==> src/source/shadow_pipe_pkg.sv <==
package shadow_pipe_pkg;

    //////////////////////////////////////////////////
    // Pipeline constants
    //////////////////////////////////////////////////

    // Stages in the shell: fetch, decode, execute, writeback
    localparam int PIPE_DEPTH = 4;

    // Free steps after reset or flush before lockstep with the core
    localparam int FILL_STEPS = PIPE_DEPTH - 1;
    localparam int FILL_W     = $clog2(FILL_STEPS + 1);

    // Interrupt lines and the width of the taken interrupt id
    localparam int IRQ_W    = 8;
    localparam int IRQ_ID_W = $clog2(IRQ_W);

    // Retirement order count
    localparam int ORDER_W = 16;

    //////////////////////////////////////////////////
    // Record and stage types
    //////////////////////////////////////////////////

    // One record per instruction from the simulator side
    typedef struct packed {
        logic [31:0] pc;
        logic [31:0] insn;
        logic [4:0]  rd_addr;
        logic [31:0] rd_wdata;
        logic        mem_op;
        logic        trap;
    } instr_rec_t;

    // Content of one pipeline stage
    typedef struct packed {
        instr_rec_t rec;
        logic       valid;
    } pipe_stage_t;

    // Retired record stamped with its sequence number
    typedef struct packed {
        instr_rec_t         rec;
        logic [ORDER_W-1:0] order;
    } retire_t;

endpackage
==> src/source/shadow_pipe.sv <==
`timescale 1ns/1ns

module shadow_pipe
    import shadow_pipe_pkg::*;
    (
        input  logic                clk,
        input  logic                rst_n,
        input  instr_rec_t          rec_i,
        input  logic                core_retire_i,
        input  logic [IRQ_W-1:0]    irq_i,
        output logic                fetch_ack_o,
        output logic                retire_valid_o,
        output retire_t             retire_o,
        output logic                irq_taken_o,
        output logic [IRQ_ID_W-1:0] irq_id_o
    );

    logic        step;
    logic        flush;
    pipe_stage_t fetch_in;
    pipe_stage_t fetch_pipe;
    pipe_stage_t decode_pipe;
    pipe_stage_t exec_pipe;

    // Every record from the source enters as valid
    assign fetch_in.rec   = rec_i;
    assign fetch_in.valid = 1'b1;

    //////////////////////////////////////////////////
    // Step and flush control
    //////////////////////////////////////////////////

    step_controller step_ctrl_i (
        .clk           (clk),
        .rst_n         (rst_n),
        .core_retire_i (core_retire_i),
        .irq_i         (irq_i),
        .ex_pipe_i     (exec_pipe),
        .step_o        (step),
        .flush_o       (flush),
        .irq_taken_o   (irq_taken_o),
        .irq_id_o      (irq_id_o)
    );

    // The source advances on each fetch step
    assign fetch_ack_o = step;

    //////////////////////////////////////////////////
    // Stages
    //////////////////////////////////////////////////

    stage_reg fetch_stage_i (
        .clk     (clk),
        .rst_n   (rst_n),
        .step_i  (step),
        .flush_i (flush),
        .pipe_i  (fetch_in),
        .pipe_o  (fetch_pipe)
    );

    stage_reg decode_stage_i (
        .clk     (clk),
        .rst_n   (rst_n),
        .step_i  (step),
        .flush_i (flush),
        .pipe_i  (fetch_pipe),
        .pipe_o  (decode_pipe)
    );

    stage_reg exec_stage_i (
        .clk     (clk),
        .rst_n   (rst_n),
        .step_i  (step),
        .flush_i (flush),
        .pipe_i  (decode_pipe),
        .pipe_o  (exec_pipe)
    );

    retire_stage retire_stage_i (
        .clk            (clk),
        .rst_n          (rst_n),
        .step_i         (step),
        .flush_i        (flush),
        .pipe_i         (exec_pipe),
        .retire_valid_o (retire_valid_o),
        .retire_o       (retire_o)
    );

endmodule

==> src/source/retire_stage.sv <==
`timescale 1ns/1ns

module retire_stage
    import shadow_pipe_pkg::*;
    (
        input  logic        clk,
        input  logic        rst_n,
        input  logic        step_i,
        input  logic        flush_i,
        input  pipe_stage_t pipe_i,
        output logic        retire_valid_o,
        output retire_t     retire_o
    );

    logic               retire_load;
    logic               valid_q;
    logic [ORDER_W-1:0] order_q;
    retire_t            retire_q;

    // A valid record from execute retires on this step
    assign retire_load = step_i && !flush_i && pipe_i.valid;

    //////////////////////////////////////////////////
    // Valid and order count
    //////////////////////////////////////////////////

    // Valid for one cycle only, order survives flushes
    always_ff @(posedge clk or negedge rst_n) begin
        if (!rst_n) begin
            valid_q <= 1'b0;
            order_q <= '0;
        end else begin
            valid_q <= retire_load;
            if (retire_load) begin
                order_q <= order_q + ORDER_W'(1);
            end
        end
    end

    // Record holds between retirements
    always_ff @(posedge clk) begin
        if (retire_load) begin
            retire_q.rec   <= pipe_i.rec;
            retire_q.order <= order_q;
        end
    end

    assign retire_valid_o = valid_q;
    assign retire_o       = retire_q;

    //////////////////////////////////////////////////
    // Checks
    //////////////////////////////////////////////////

    property p_valid_needs_step;
        @(posedge clk) disable iff (!rst_n)
            retire_valid_o |=> (!retire_valid_o || $past(step_i));
    endproperty

    a_valid_needs_step : assert property (p_valid_needs_step)
        else $error("retire valid held without a step");

endmodule

==> src/source/step_controller.sv <==
`timescale 1ns/1ns

module step_controller
    import shadow_pipe_pkg::*;
    (
        input  logic                clk,
        input  logic                rst_n,
        input  logic                core_retire_i,
        input  logic [IRQ_W-1:0]    irq_i,
        input  pipe_stage_t         ex_pipe_i,
        output logic                step_o,
        output logic                flush_o,
        output logic                irq_taken_o,
        output logic [IRQ_ID_W-1:0] irq_id_o
    );

    logic [FILL_W-1:0]   fill_count;
    logic                fill_done;
    logic                step;
    logic                flush_q;
    logic                mem_in_ex;
    logic                irq_pending;
    logic                irq_decision;
    logic [IRQ_ID_W-1:0] irq_lowest;
    logic [IRQ_ID_W-1:0] irq_id_q;

    //////////////////////////////////////////////////
    // Fill counter
    //////////////////////////////////////////////////

    // Free steps until fetch, decode and execute are loaded
    always_ff @(posedge clk or negedge rst_n) begin
        if (!rst_n) begin
            fill_count <= '0;
        end else if (flush_q) begin
            fill_count <= '0;
        end else if (!fill_done) begin
            fill_count <= fill_count + FILL_W'(1);
        end
    end

    assign fill_done = (fill_count == FILL_W'(FILL_STEPS));

    //////////////////////////////////////////////////
    // Step generation
    //////////////////////////////////////////////////

    // Once full, the shell follows the core retirement strobe
    always_comb begin
        if (flush_q) begin
            step = 1'b0;
        end else if (!fill_done) begin
            step = 1'b1;
        end else begin
            step = core_retire_i;
        end
    end

    assign step_o = step;

    //////////////////////////////////////////////////
    // Memory busy
    //////////////////////////////////////////////////

    // A valid load or store in execute is about to reach writeback
    assign mem_in_ex = ex_pipe_i.valid && ex_pipe_i.rec.mem_op;

    //////////////////////////////////////////////////
    // Interrupt decision
    //////////////////////////////////////////////////

    assign irq_pending = |irq_i;

    // Lowest index wins
    always_comb begin
        irq_lowest = '0;
        for (int i = IRQ_W - 1; i >= 0; i--) begin
            if (irq_i[i]) begin
                irq_lowest = IRQ_ID_W'(i);
            end
        end
    end

    // Only while the shell is in lockstep and no memory access is in flight
    assign irq_decision = irq_pending && fill_done && !flush_q && !mem_in_ex;

    //////////////////////////////////////////////////
    // Flush generation
    //////////////////////////////////////////////////

    // Registered decision gives a one cycle flush
    always_ff @(posedge clk or negedge rst_n) begin
        if (!rst_n) begin
            flush_q  <= 1'b0;
            irq_id_q <= '0;
        end else begin
            flush_q <= irq_decision;
            if (irq_decision) begin
                irq_id_q <= irq_lowest;
            end
        end
    end

    assign flush_o     = flush_q;
    assign irq_taken_o = flush_q;
    assign irq_id_o    = irq_id_q;

    //////////////////////////////////////////////////
    // Checks
    //////////////////////////////////////////////////

    property p_no_step_in_flush;
        @(posedge clk) disable iff (!rst_n)
            !(step_o && flush_o);
    endproperty

    a_no_step_in_flush : assert property (p_no_step_in_flush)
        else $error("step and flush high together");

    // Interrupt never taken across a memory access in execute
    property p_irq_not_after_mem;
        @(posedge clk) disable iff (!rst_n)
            irq_taken_o |-> !$past(mem_in_ex);
    endproperty

    a_irq_not_after_mem : assert property (p_irq_not_after_mem)
        else $error("interrupt taken with a memory operation in execute");

endmodule

==> src/source/stage_reg.sv <==
`timescale 1ns/1ns

module stage_reg
    import shadow_pipe_pkg::*;
    (
        input  logic        clk,
        input  logic        rst_n,
        input  logic        step_i,
        input  logic        flush_i,
        input  pipe_stage_t pipe_i,
        output pipe_stage_t pipe_o
    );

    pipe_stage_t pipe_q;

    //////////////////////////////////////////////////
    // Stage register
    //////////////////////////////////////////////////

    // Flush wins over step, otherwise the stage holds
    always_ff @(posedge clk or negedge rst_n) begin
        if (!rst_n) begin
            pipe_q <= '0;
        end else if (flush_i) begin
            pipe_q <= '0;
        end else if (step_i) begin
            pipe_q <= pipe_i;
        end
    end

    assign pipe_o = pipe_q;

    //////////////////////////////////////////////////
    // Checks
    //////////////////////////////////////////////////

    // Content only moves on a step or a flush of the previous cycle
    property p_change_on_step_or_flush;
        @(posedge clk) disable iff (!rst_n)
            !$stable(pipe_o) |-> $past(step_i || flush_i);
    endproperty

    a_change_on_step_or_flush : assert property (p_change_on_step_or_flush)
        else $error("stage content changed without step or flush");

endmodule

==> config.mk <==
export PLATFORM = sky130hd
export DESIGN_NAME = shadow_pipe
export DESIGN_NICKNAME = d
export VERILOG_FILES = /design/src/source/shadow_pipe_pkg.sv /design/src/source/shadow_pipe.sv /design/src/source/retire_stage.sv /design/src/source/step_controller.sv /design/src/source/stage_reg.sv
export SDC_FILE = /design/constraint.sdc
export NUM_CORES = 1
export LEC_CHECK = 0
export BUFFER_PORTS_ARGS = -buffer_cell sky130_fd_sc_hd__buf_4
export CORE_UTILIZATION = 60
export DETAILED_ROUTE_END_ITERATION = 10
export GPL_ROUTABILITY_DRIVEN = 0
export PLACE_DENSITY = 0.83
export SLEW_MARGIN = 20
export SYNTH_ARGS = -nofsm -noshare
export SYNTH_HDL_FRONTEND = slang
export SYNTH_HIERARCHICAL = 1
export SYNTH_SLANG_ARGS = --single-unit
==> constraint.sdc <==
create_clock -name clk -period 7.8 [get_ports clk]
set_input_delay 1.56 -clock clk [delete_from_list [all_inputs] [get_ports clk]]
set_output_delay 1.56 -clock clk [all_outputs]
set_load 0.02 [all_outputs]
== Word level (Yosys, flattened, before mapping) ==
Cells that the tools add are included.

* Bits in registers: 454
* Logic and storage cells: 65

* Add/sub/neg operators: 2
* Eq/ne operators: 2
* Reduce and logical (&&, ||, !) cells: 10
* Multiplexer cells: 18

{| class="wikitable"
|+ Operator list
! cell !! count
|-
| 2-to-1 mux 104 bit || 6
|-
| 2-to-1 mux 3 bit || 8
|-
| adder 16 x 1 -> 16 bit, second input constant || 1
|-
| OR reduction 8 bit || 1
|-
| logical AND 1 bit || 6
|-
| 2-to-1 mux 2 bit || 2
|-
| adder 2 x 1 -> 2 bit, second input constant || 1
|-
| == test 2 bit, second input constant || 1
|-
| logical NOT 1 bit || 2
|-
| 2-to-1 mux 1 bit || 2
|-
| inequality test 2 bit, second input constant || 1
|-
| nonzero test 2 bit || 1
|}

== Depth between registers and ports, before layout ==
Gate-level depths: netlist (run 1).

* Depth after elaboration: 8
* Depth in mapped cells: 7

== Modules after synthesis ==
The synthesis (run 1) kept the hierarchy.

{| class="wikitable"
|+ Modules (own cells, without submodules)
! module !! instances !! cells an instance !! seq. area each (µm²) !! area an instance (µm²)
|-
| stage_reg || 3 || 336 || 2602.5 || 4227.8
|-
| retire_stage || 1 || 179 || 3998.8 || 4330.4
|-
| step_controller || 1 || 36 || 150.1 || 339.1
|-
| shadow_pipe || 1 || 1 || 0.0 || 3.8
|}

== Least setup slack after synthesis (run 1) ==
No wires, ideal clock.

* Kind: input -> register
* Start point: in core_retire_i
* End point: reg retire_stage_i.order_q[3]
* Arrival: 5.339 ns
* Cell stages on the path: 6
* Path slack: 2.330 ns
* Required time: 7.668 ns
* Buffers on the path: 0
* Path through: inv_1 -> a21oi_1 -> nand3b_4 -> inv_1 -> nand4_1 -> xnor2_1

* Longest elaborated chain between the ends: 4

{| class="wikitable"
|+ RTL lines
! element !! RTL line !! RTL
|-
| start: declaration || shadow_pipe.sv:9 || <nowiki>input logic core_retire_i,</nowiki>
|-
| 2-to-1 mux 1 bit || step_controller.sv:52 || <nowiki>end else if (!fill_done) begin</nowiki>
|-
| 2-to-1 mux 1 bit || step_controller.sv:50 || <nowiki>if (flush_q) begin</nowiki>
|-
| via fetch_ack_o || shadow_pipe.sv:11 || <nowiki>output logic fetch_ack_o,</nowiki>
|-
| logical AND 1 bit (2 in a row) || retire_stage.sv:21 || <nowiki>assign retire_load = step_i && !flush_i && pipe_i.valid;</nowiki>
|-
| via retire_stage_i.retire_load || retire_stage.sv:15 || <nowiki>logic retire_load;</nowiki>
|-
| end signal: assignment || retire_stage.sv:35 || <nowiki>order_q <= order_q + ORDER_W'(1);</nowiki>
|-
| end: declaration || retire_stage.sv:17 || <nowiki>logic [ORDER_W-1:0] order_q;</nowiki>
|}

The timed path passes the listed nets, and every way through them passes these cells.
A chain may end at the register's enable or synchronous reset.

== Final worst setup path (run 1) ==
* Start point: in core_retire_i
* End point: out fetch_ack_o

* Longest elaborated chain between the ends: 2

{| class="wikitable"
|+ RTL lines
! element !! RTL line
|-
| 2-to-1 mux 1 bit || step_controller.sv:52
|-
| 2-to-1 mux 1 bit || step_controller.sv:50
|-
| end: declaration || shadow_pipe.sv:11
|}

Every way passes these cells.

==> results of run 1 <==
metal layers:
| metal | vias up | track usage, % | part of all wire, % |
|---|---|---|---|
| li1 | 4615 | - | - |
| met1 | 4907 | 30.68 | 44 |
| met2 | 274 | 34.43 | 48 |
| met3 | 52 | 4.211 | 5.6 |
| met4 | 0 | 7.503 | 2.4 |
| met5 | - | 0 | 0 |
state kept, by name (all words and copies together) (netlist names):
signal,cells
step_ctrl_i/fill_count,2
exec_stage_i/pipe_o,104
retire_stage_i/retire_valid_o,1
decode_stage_i/pipe_o,104
retire_stage_i/retire_o,119
retire_stage_i/order_q,16
fetch_stage_i/pipe_o,104
step_ctrl_i/irq_id_o,3
step_ctrl_i/flush_o,1
final cells by class:
| type | count | area, sq um | share of cell area (%) |
|---|---|---|---|
| sequential | 454 | 11960 | 57.95 |
| clock buffer | 71 | 1336 | 6.475 |
| tap | 378 | 473.0 | 2.292 |
| timing repair buffer | 247 | 1919 | 9.300 |
| inverter | 6 | 25.02 | 0.1213 |
| antenna | 3 | 7.507 | 0.03638 |
| clock inverter | 12 | 116.4 | 0.5638 |
| multi-input combinational | 691 | 4800 | 23.26 |
per-stage QoR:
step                      hold WS, ns  std cells  cell area, sq um
after global routing           0.4549       1860             20630
after floorplan                0.4242       1224             17360
final                          0.4477       1862             20640
after detailed placement       0.4306       1775             19150
after CTS                      0.4475       1858             20600
after global placement         0.4287       1775             19150
power breakdown:
part	internal, mW	switching, mW
Sequential	3.63	0.591
Clock	1.24	0.847
Combinational	1.39	1.81
Total	6.27	3.24
worst min path at each step:
stage                                              end  depth (start not counted)  slack [ns]                startpoint
after floorplan           retire_stage_i/retire_o[100]                          0        0.42   exec_stage_i/pipe_o[85]
after global placement    retire_stage_i/retire_o[110]                          0        0.43   exec_stage_i/pipe_o[95]
after detailed placement  retire_stage_i/retire_o[104]                          0        0.43   exec_stage_i/pipe_o[89]
after CTS                  retire_stage_i/retire_o[44]                          0        0.45   exec_stage_i/pipe_o[29]
after global routing      retire_stage_i/retire_o[110]                          0        0.45   exec_stage_i/pipe_o[95]
final                     retire_stage_i/retire_o[117]                          0        0.45  exec_stage_i/pipe_o[102]
critical path: cells and delay by family:
family,cells,cell delay (ns)
buf+inv,4,1.13
compound gates,1,0.19
logic make-up (layout without fill, tap and decap cells):
group / after synthesis / after routing
flops: 454 / 454
simple gates: 347 / 347
mux: 315 / 315
buf+inv: 79 / 336
xor+xnor: 16 / 16
compound gates: 10 / 10
fa+ha+maj: 2 / 2
other cells: 1 / 4
synth_stat cells (2+ instances only):
| cell type | n |
|---|---|
| o21ai_0 | 3 |
| edfxtp_1 | 119 |
| dfrtp_1 | 335 |
| a21oi_1 | 4 |
| ha_1 | 2 |
| inv_1 | 5 |
| buf_2 | 15 |
| clkbuf_1 | 12 |
| nor2_1 | 318 |
| nand3_1 | 5 |
| buf_1 | 9 |
| mux2i_1 | 313 |
| nand4_1 | 4 |
| mux2_1 | 2 |
| buf_4 | 16 |
| xnor2_1 | 13 |
| buf_8 | 21 |
| nor3_1 | 2 |
| xor2_1 | 3 |
| nand2_1 | 10 |
| nor3_4 | 2 |
==> metrics.txt, run 1 <==
CP Launch Type input pin; vias in the first global route 9,914; quantity of gates resized following cts 0; latest clock arrival within the worst-skew pair 0.53 ns; Rel. slew slack 22.21%; largest area contributor in the netlist dfrtp_1; Detailed Place HPWL 18,770 um; crit end category primary output; post-synthesis cell area 17,360 sq um; critical path cell sequence buf_4 -> inv_1 -> a21oi_4 -> buf_12 -> buf_4; Die Y-Extent 172.1 um; RR Endpoint fetch_stage_i/pipe_o[99]; DIE WIDTH 172.1 um; root buffer cell clkbuf_16; Mapped Cells 1,224; number of synthesized register bits 454; Max Buffers Root-to-Sink 3; total gr overflow 0; max cap viols 0; DRT antenna net count 0; IO Count 239; CTS tree built; CP peak stage delay 0.71 ns; P_leak 10.80 nW; DR pass1 iterations 5; share of cells above drive strength 1 21.81%; Adder-Cell Fraction of Synth Area 0.1442%; post-synthesis mux area share 18.18%; core area 28,090 sq um; Most used DFF post-synth dfrtp_1; Hold-fix buffers, CTS 0; fmax 225.3 MHz; htree depth 2; RR Startpoint step_ctrl_i/flush_o; total negative slack 0 ns; Final Cycle Share 56.91%; total CTS buffers 45; Seq/Total Area, Yosys 68.89%; type of the worst setup path in2out; Initial Util 61.80%; first-pass GRT wire length 50,630 um; initial antenna violation count 2; WL final 31,460 um; Total Power 9.514 mW; Post-CTS Repair Setup Buffers 0; Critical Path RT 6.24 ns; Max Clock Skew 0.01334 ns; status complete, no violations; Register-to-Register Path Depth 5; Post-layout nets 1,561; Worst R2R Setup Slack 4.38 ns; clk slew on worst S/H paths 0.06 ns; gr usage total 21.83%; commonest non-fill, non-tap cell in the layout dfrtp_1; dpl ws 3.258 ns; Synth-to-Final Area Change 18.90%; simple-gate portion of the synthesized area 8.023%; xor/xnor share of the synthesized area 0.8074%; area fraction in compound gates after synthesis 0.4109%; most area-consuming cells after synthesis dfrtp_1 48%, edfxtp_1 21%, mux2i_1 18%; Port Buffer Count 238; EDFF count, synth 119; commonest cells after routing, fill and taps aside 334 x dfrtp_1, 318 x nor2_1, 313 x mux2i_1, 242 x buf_4, 119 x edfxtp_1; filler instances 1,832; critical path fanouts, max 153; Via Count 9,848; CP dominant cell by count buf_4; clock sinks 454; Max IR drop VDD 0.0009885 V; highest-delay cell along the critical path buf_12; largest net degree at the start of global routing 178; unrepaired setup endpoints after global routing false; post-synth cell types 32; final hold vios 0; Worst Setup SP core_retire_i; Final setup viols 0; Worst-Margin Slew 1.167 ns; PnR worst setup slack 3.361 ns; async set-reset flop share out of synthesis 73.79%; PD cells 461.0 nW/um^2; syn avg cell area 14.18 sq um; Final Max Slew Viols 0; area share of the largest cell type after synthesis 48.30%; min Tclk post-route 4.439 ns; crit path capture fetch_ack_o; worst endpoint data arrival time 2.88 ns; wire length per cell 16.90 um; largest family of logic cells by synthesized area multiplexers; Cell Rows 61; detailed-route DRC error count 0; final cell utilization of the core 73.48%; Synth Net Count 1,340; Yosys warnings 6; Vias/cell 5.289; worst min path class reg2reg; initial DRC count 773; full die area 29,610 sq um
No activity file was read; power rests on OpenSTA's default activity.
==> run 2: changes to the inputs <==
--- a/config.mk
+++ b/config.mk
@@ -6,10 +6,10 @@
 export NUM_CORES = 1
 export LEC_CHECK = 0
 export BUFFER_PORTS_ARGS = -buffer_cell sky130_fd_sc_hd__buf_4
-export CORE_UTILIZATION = 60
+export CORE_UTILIZATION = 52
 export DETAILED_ROUTE_END_ITERATION = 10
 export GPL_ROUTABILITY_DRIVEN = 0
-export PLACE_DENSITY = 0.83
+export PLACE_DENSITY = 0.76
 export SLEW_MARGIN = 20
 export SYNTH_ARGS = -nofsm -noshare
 export SYNTH_HDL_FRONTEND = slang
==> constraint.sdc (replaced) <==
create_clock -name clk -period 3.8 [get_ports clk]
set_input_delay 0.76 -clock clk [delete_from_list [all_inputs] [get_ports clk]]
set_output_delay 0.76 -clock clk [all_outputs]
set_load 0.02 [all_outputs]
==> metrics.txt, run 2 (synthesis results as in run 1) <==
status complete, no violations; met1 GRT Util 25.26%; clk slew on worst S/H paths 0.06 ns; IO Count 239; PD cells 943.3 nW/um^2; commonest cells after routing, fill and taps aside 334 x dfrtp_1, 318 x nor2_1, 313 x mux2i_1, 242 x buf_4, 119 x edfxtp_1; Port Buffer Count 238; DIE WIDTH 184.7 um; total CTS buffers 47; Inst Count DP 1,845; Worst R2R Setup Slack 1.34 ns; worst min path class in2async; wire length per cell 16.33 um; vias in the first global route 9,899; grt peak-use layer met2; Worst-Margin Slew 0.8602 ns; Max Clock Skew 0.01234 ns; CTS tree built; Final Max Slew Viols 0; RR Endpoint fetch_stage_i/pipe_o[80]; type of the worst setup path reg2out; Final setup viols 0; RR Startpoint step_ctrl_i/flush_o; Largest register FFs 119; crit end category primary output; dpl ws 1.286 ns; met3 Use GR 5.019%; Initial Util 53.08%; clock sinks 454; full die area 34,110 sq um; share of cells above drive strength 1 21.96%; WL final 31,530 um; htree depth 2; Hold-fix buffers, CTS 0; gr usage total 18.83%; Max IR drop VDD 0.0006269 V; critical path fanouts, max 57; Multi-input gate area 4800 sq um; Max Buffers Root-to-Sink 3; DRT antenna net count 0; final hold vios 0; Antenna diodes 0; DR pass1 iterations 5; Critical Path RT 3.04 ns; latest clock arrival within the worst-skew pair 0.54 ns; design area 20,900 sq um; max cap viols 0; initial DRC count 593; PnR worst setup slack 1.174 ns; Via Count 9,770; Hold WS 0.2314 ns; Synth-to-Final Area Change 20.39%; worst endpoint data arrival time 1.87 ns; root buffer cell clkbuf_16; quantity of gates resized following cts 0; first-pass GRT wire length 51,320 um; Final Cycle Share 69.09%; CP Launch Type flip-flop; Post-layout nets 1,568; min Tclk post-route 2.626 ns; Worst Setup SP step_ctrl_i/flush_o; commonest non-fill, non-tap cell in the layout dfrtp_1; Register-to-Register Path Depth 5; Die Y-Extent 184.7 um; detailed-route DRC error count 0; total negative slack 0 ns; initial antenna violation count 0; largest net degree at the start of global routing 181; Finished Layout Cells 1,931; Rel. slew slack 42.65%; P_leak 10.88 nW; Post-CTS Repair Setup Buffers 0; Cell Rows 66; GRT met2 Usage 29.93%; fmax 380.9 MHz; Detailed Place HPWL 19,380 um; total gr overflow 0; core area 32,700 sq um; unrepaired setup endpoints after global routing false; register area 11,960 sq um; filler instances 2,499; placed inst area 19,350 sq um; Vias/cell 5.060
## run 2: cell count changes in the layout (fill, tap and decap cells not counted), sizes merged
| cell | previous run | this run |
|---|---|---|
| buf | 247 | 252 |
| clkinv | 8 | 12 |
| clkbuf | 71 | 69 |
| bufinv | 2 | 4 |
| diode | 3 | 0 |
| inv | 7 | 6 |
## run 2: report_power, final
part	total [mW]	internal (mW)	switching, mW
combinational	6.60	2.86	3.75
clock	4.52	2.72	1.80
sequential	8.59	7.45	1.14
## run 2: worst max-delay path by stage
stage	to	slack (ns)	cells past startpoint
3_3_place_gp	decode_stage_i/pipe_o[64]	1.37	7
3_5_place_dp	fetch_stage_i/pipe_o[64]	1.29	7
6_report	fetch_ack_o	1.17	2
2_1_floorplan	retire_stage_i/retire_o[0]	0.34	4
4_1_cts	fetch_ack_o	1.13	2
5_1_grt	fetch_ack_o	1.08	2
## run 2: area by class of cell
class                   count  area share [%]
clock buffers              69           6.413
clock inverters            17          0.9761
flip-flops and latches    454           57.24
well taps                 442           2.647
inverters                   6          0.1257
repair buffers            252           9.629
multi-input cells         691           22.97
## run 2: critical path, cell delays in order, from the launching register on
cell and delay, ns:
dfrtp_4 0.72, a21oi_4 0.36, buf_4 0.22
## run 2: metal layers
metal	up-vias	wire, um	part of all wire (%)
li1	4629	-	-
met3	60	2036	6.5
met2	226	14890	47
met1	4855	13750	44
met4	0	857	2.7
met5	-	0	0
## run 2: through the flow
step,power (mW),utilization (%)
after detailed placement,15.34,59.18
after global placement,15.00,59.18
final,19.71,63.90
after global routing,20.95,63.90
after floorplan,13.71,-
after CTS,19.95,63.90
==> run 3: changes to the inputs <==
--- a/config.mk
+++ b/config.mk
@@ -5,11 +5,12 @@
 export SDC_FILE = /design/constraint.sdc
 export NUM_CORES = 1
 export LEC_CHECK = 0
+export ABC_AREA = 1
 export BUFFER_PORTS_ARGS = -buffer_cell sky130_fd_sc_hd__buf_4
-export CORE_UTILIZATION = 52
+export CORE_UTILIZATION = 57
 export DETAILED_ROUTE_END_ITERATION = 10
 export GPL_ROUTABILITY_DRIVEN = 0
-export PLACE_DENSITY = 0.76
+export PLACE_DENSITY = 0.79
 export SLEW_MARGIN = 20
 export SYNTH_ARGS = -nofsm -noshare
 export SYNTH_HDL_FRONTEND = slang
==> constraint.sdc (replaced) <==
create_clock -name clk -period 2.66 [get_ports clk]
set_input_delay 0.532 -clock clk [delete_from_list [all_inputs] [get_ports clk]]
set_output_delay 0.532 -clock clk [all_outputs]
set_load 0.02 [all_outputs]
==> metrics.txt, run 3 <==
total gr overflow 0; Mapped Cells 1,645; CP peak stage delay 0.40 ns; clk slew on worst S/H paths 0.06 ns; worst min path class in2reg; Worst-Margin Slew 0.9728 ns; Initial Util 57.96%; max cap viols 0; fmax 454.1 MHz; Vias/cell 5.295; total CTS buffers 45; most area-consuming cells after synthesis dfrtp_1 49%, edfxtp_1 21%, nand2_1 15%; htree depth 2; Hold WS 0.2250 ns; post-synthesis cell area 17,220 sq um; EDFF count, synth 119; crit end category primary output; share of cells above drive strength 1 19.20%; wire length per cell 16.05 um; vias in the first global route 12,029; Cell Rows 63; Via Count 12,079; Max IR drop VDD 0.001366 V; Die Y-Extent 175.8 um; Most used DFF post-synth dfrtp_1; CTS tree built; full die area 30,910 sq um; Post-layout nets 1,971; worst endpoint data arrival time 1.67 ns; Rel. slew slack 35.15%; detailed-route DRC error count 0; unrepaired setup endpoints after global routing false; total negative slack 0 ns; most common cell in the netlist nand2_1; Synth-to-Final Area Change 20.69%; final hold vios 0; DRT antenna net count 0; Detailed Place HPWL 22,150 um; Max Clock Skew 0.01625 ns; P_leak 10.40 nW; syn avg cell area 10.47 sq um; min Tclk post-route 2.202 ns; WL final 36,620 um; first-pass GRT wire length 60,260 um; PD cells 1289 nW/um^2; highest-delay cell along the critical path dfrtp_1; Final setup viols 0; Critical Path RT 2.13 ns; type of the worst setup path reg2out; Port Buffer Count 238; Final Cycle Share 82.79%; Max Buffers Root-to-Sink 3; core area 29,720 sq um; latest clock arrival within the worst-skew pair 0.54 ns; CP Launch Type flip-flop; commonest non-fill, non-tap cell in the layout nand2_1; largest net degree at the start of global routing 222; Largest register FFs 119; Antenna diodes 0; number of synthesized register bits 454; initial DRC count 981; filler instances 2,186; status complete, no violations; Yosys warnings 6; initial antenna violation count 2; gr usage total 24.55%; commonest cells after routing, fill and taps aside 676 x nand2_1, 334 x dfrtp_1, 322 x nand3_1, 254 x buf_4, 119 x edfxtp_1; critical path cell sequence ha_2 -> inv_2 -> nor2_2 -> nor2_4 -> buf_4; Synth Net Count 1,761; async set-reset flop share out of synthesis 73.79%; DIE WIDTH 175.8 um; largest area contributor in the netlist dfrtp_1; post-synth cell types 27; DR pass1 iterations 5; Post-synth top cells 676 x nand2_1, 335 x dfrtp_1, 322 x nand3_1; Seq/Total Area, Yosys 69.42%; area share of the largest cell type after synthesis 48.67%; clock sinks 454; critical path fanouts, max 5; root buffer cell clkbuf_16; IO Count 239; Final Max Slew Viols 0
-- run 3: cell count changes after synthesis, sizes merged, moves of 9 or more --
cell / previous run / this run
xnor2: 13 / 4
nand3: 5 / 324
clkbuf: 12 / 24
nand2: 10 / 682
nor2: 318 / 28
inv: 6 / 27
mux2i: 313 / 0
buf: 61 / 79
-- run 3: final timing paths --
check	start	end	slack, ns	depth (start not counted)
max	step_ctrl_i/fill_count[0]	fetch_ack_o	0.46	5
max reg2reg	step_ctrl_i/fill_count[0]	decode_stage_i/pipe_o[68]	0.46	7
min in group asynchronous	rst_n	exec_stage_i/pipe_o[21]	0.52	2
min	rec_i[28]	fetch_stage_i/pipe_o[29]	0.22	3
max in group asynchronous	rst_n	retire_stage_i/order_q[7]	1.31	3
min reg2reg	exec_stage_i/pipe_o[44]	retire_stage_i/retire_o[59]	0.43	0
-- run 3: where the power goes --
part	total [mW]	switching [mW]	internal (mW)
sequential	11.8	1.46	10.3
combinational	8.81	5.83	2.97
clock	6.23	2.50	3.73
total	26.8	9.79	17.0
-- run 3: what timing repair did --
item / in CTS / in global routing
hold endpoints to repair: 55 / 0
gates resized for setup: 0 / 0
hold buffers: 1 / 0
setup buffers: 0 / 0
-- run 3: per-layer routing --
| metal | vias to the layer above | GRT usage (%) | share of wire [%] |
|---|---|---|---|
| met5 | - | 0 | 0.057 |
| met4 | 4 | 9.638 | 3.0 |
| met3 | 75 | 4.654 | 6.3 |
| met2 | 409 | 39.59 | 49 |
| met1 | 5797 | 33.20 | 42 |
| li1 | 5794 | - | - |
-- run 3: through the flow --
| step | power (mW) | instance area [sq um] | utilization [%] | std cells | setup WS [ns] |
|---|---|---|---|---|---|
| after global placement | 20.23 | 19300 | 64.95 | 2197 | 0.5685 |
| after detailed placement | 20.65 | 19300 | 64.95 | 2197 | 0.4928 |
| after CTS | 26.99 | 20790 | 69.95 | 2281 | 0.4417 |
| after floorplan | 17.94 | 17240 | - | 1645 | -0.1063 |
| final | 26.80 | 20790 | 69.95 | 2281 | 0.4578 |
| after global routing | 28.62 | 20790 | 69.95 | 2281 | 0.3716 |
-- run 3: logic make-up after synthesis --
family | Yosys count | synth area share (%)
AND/OR/NAND/NOR | 1043 | 26.05
flip-flops | 454 | 69.42
adder cells (fa/ha/maj) | 2 | 0.1453
XOR/XNOR | 7 | 0.3560
AO/OA/AOI/OAI | 7 | 0.2034
other | 1 | 0.02177
buffers and inverters | 131 | 3.800
-- run 3: final cells by class --
class | count | area, sq um | area share (%)
Clock inverter | 18 | 192.7 | 0.9270
Multi-Input combinational cell | 1060 | 4624 | 22.25
Tap cell | 390 | 488.0 | 2.348
Timing Repair Buffer | 266 | 2132 | 10.26
Inverter | 28 | 110.1 | 0.5297
Clock buffer | 65 | 1281 | 6.164
Sequential cell | 454 | 11960 | 57.53
-- run 3: worst max-delay path, delay by kind of cell (launching register included) --
family	cells	cell delay (ns)
flip-flops	1	0.40
adder cells (fa/ha/maj)	1	0.20
buffers and inverters	2	0.27
AND/OR/NAND/NOR	2	0.26
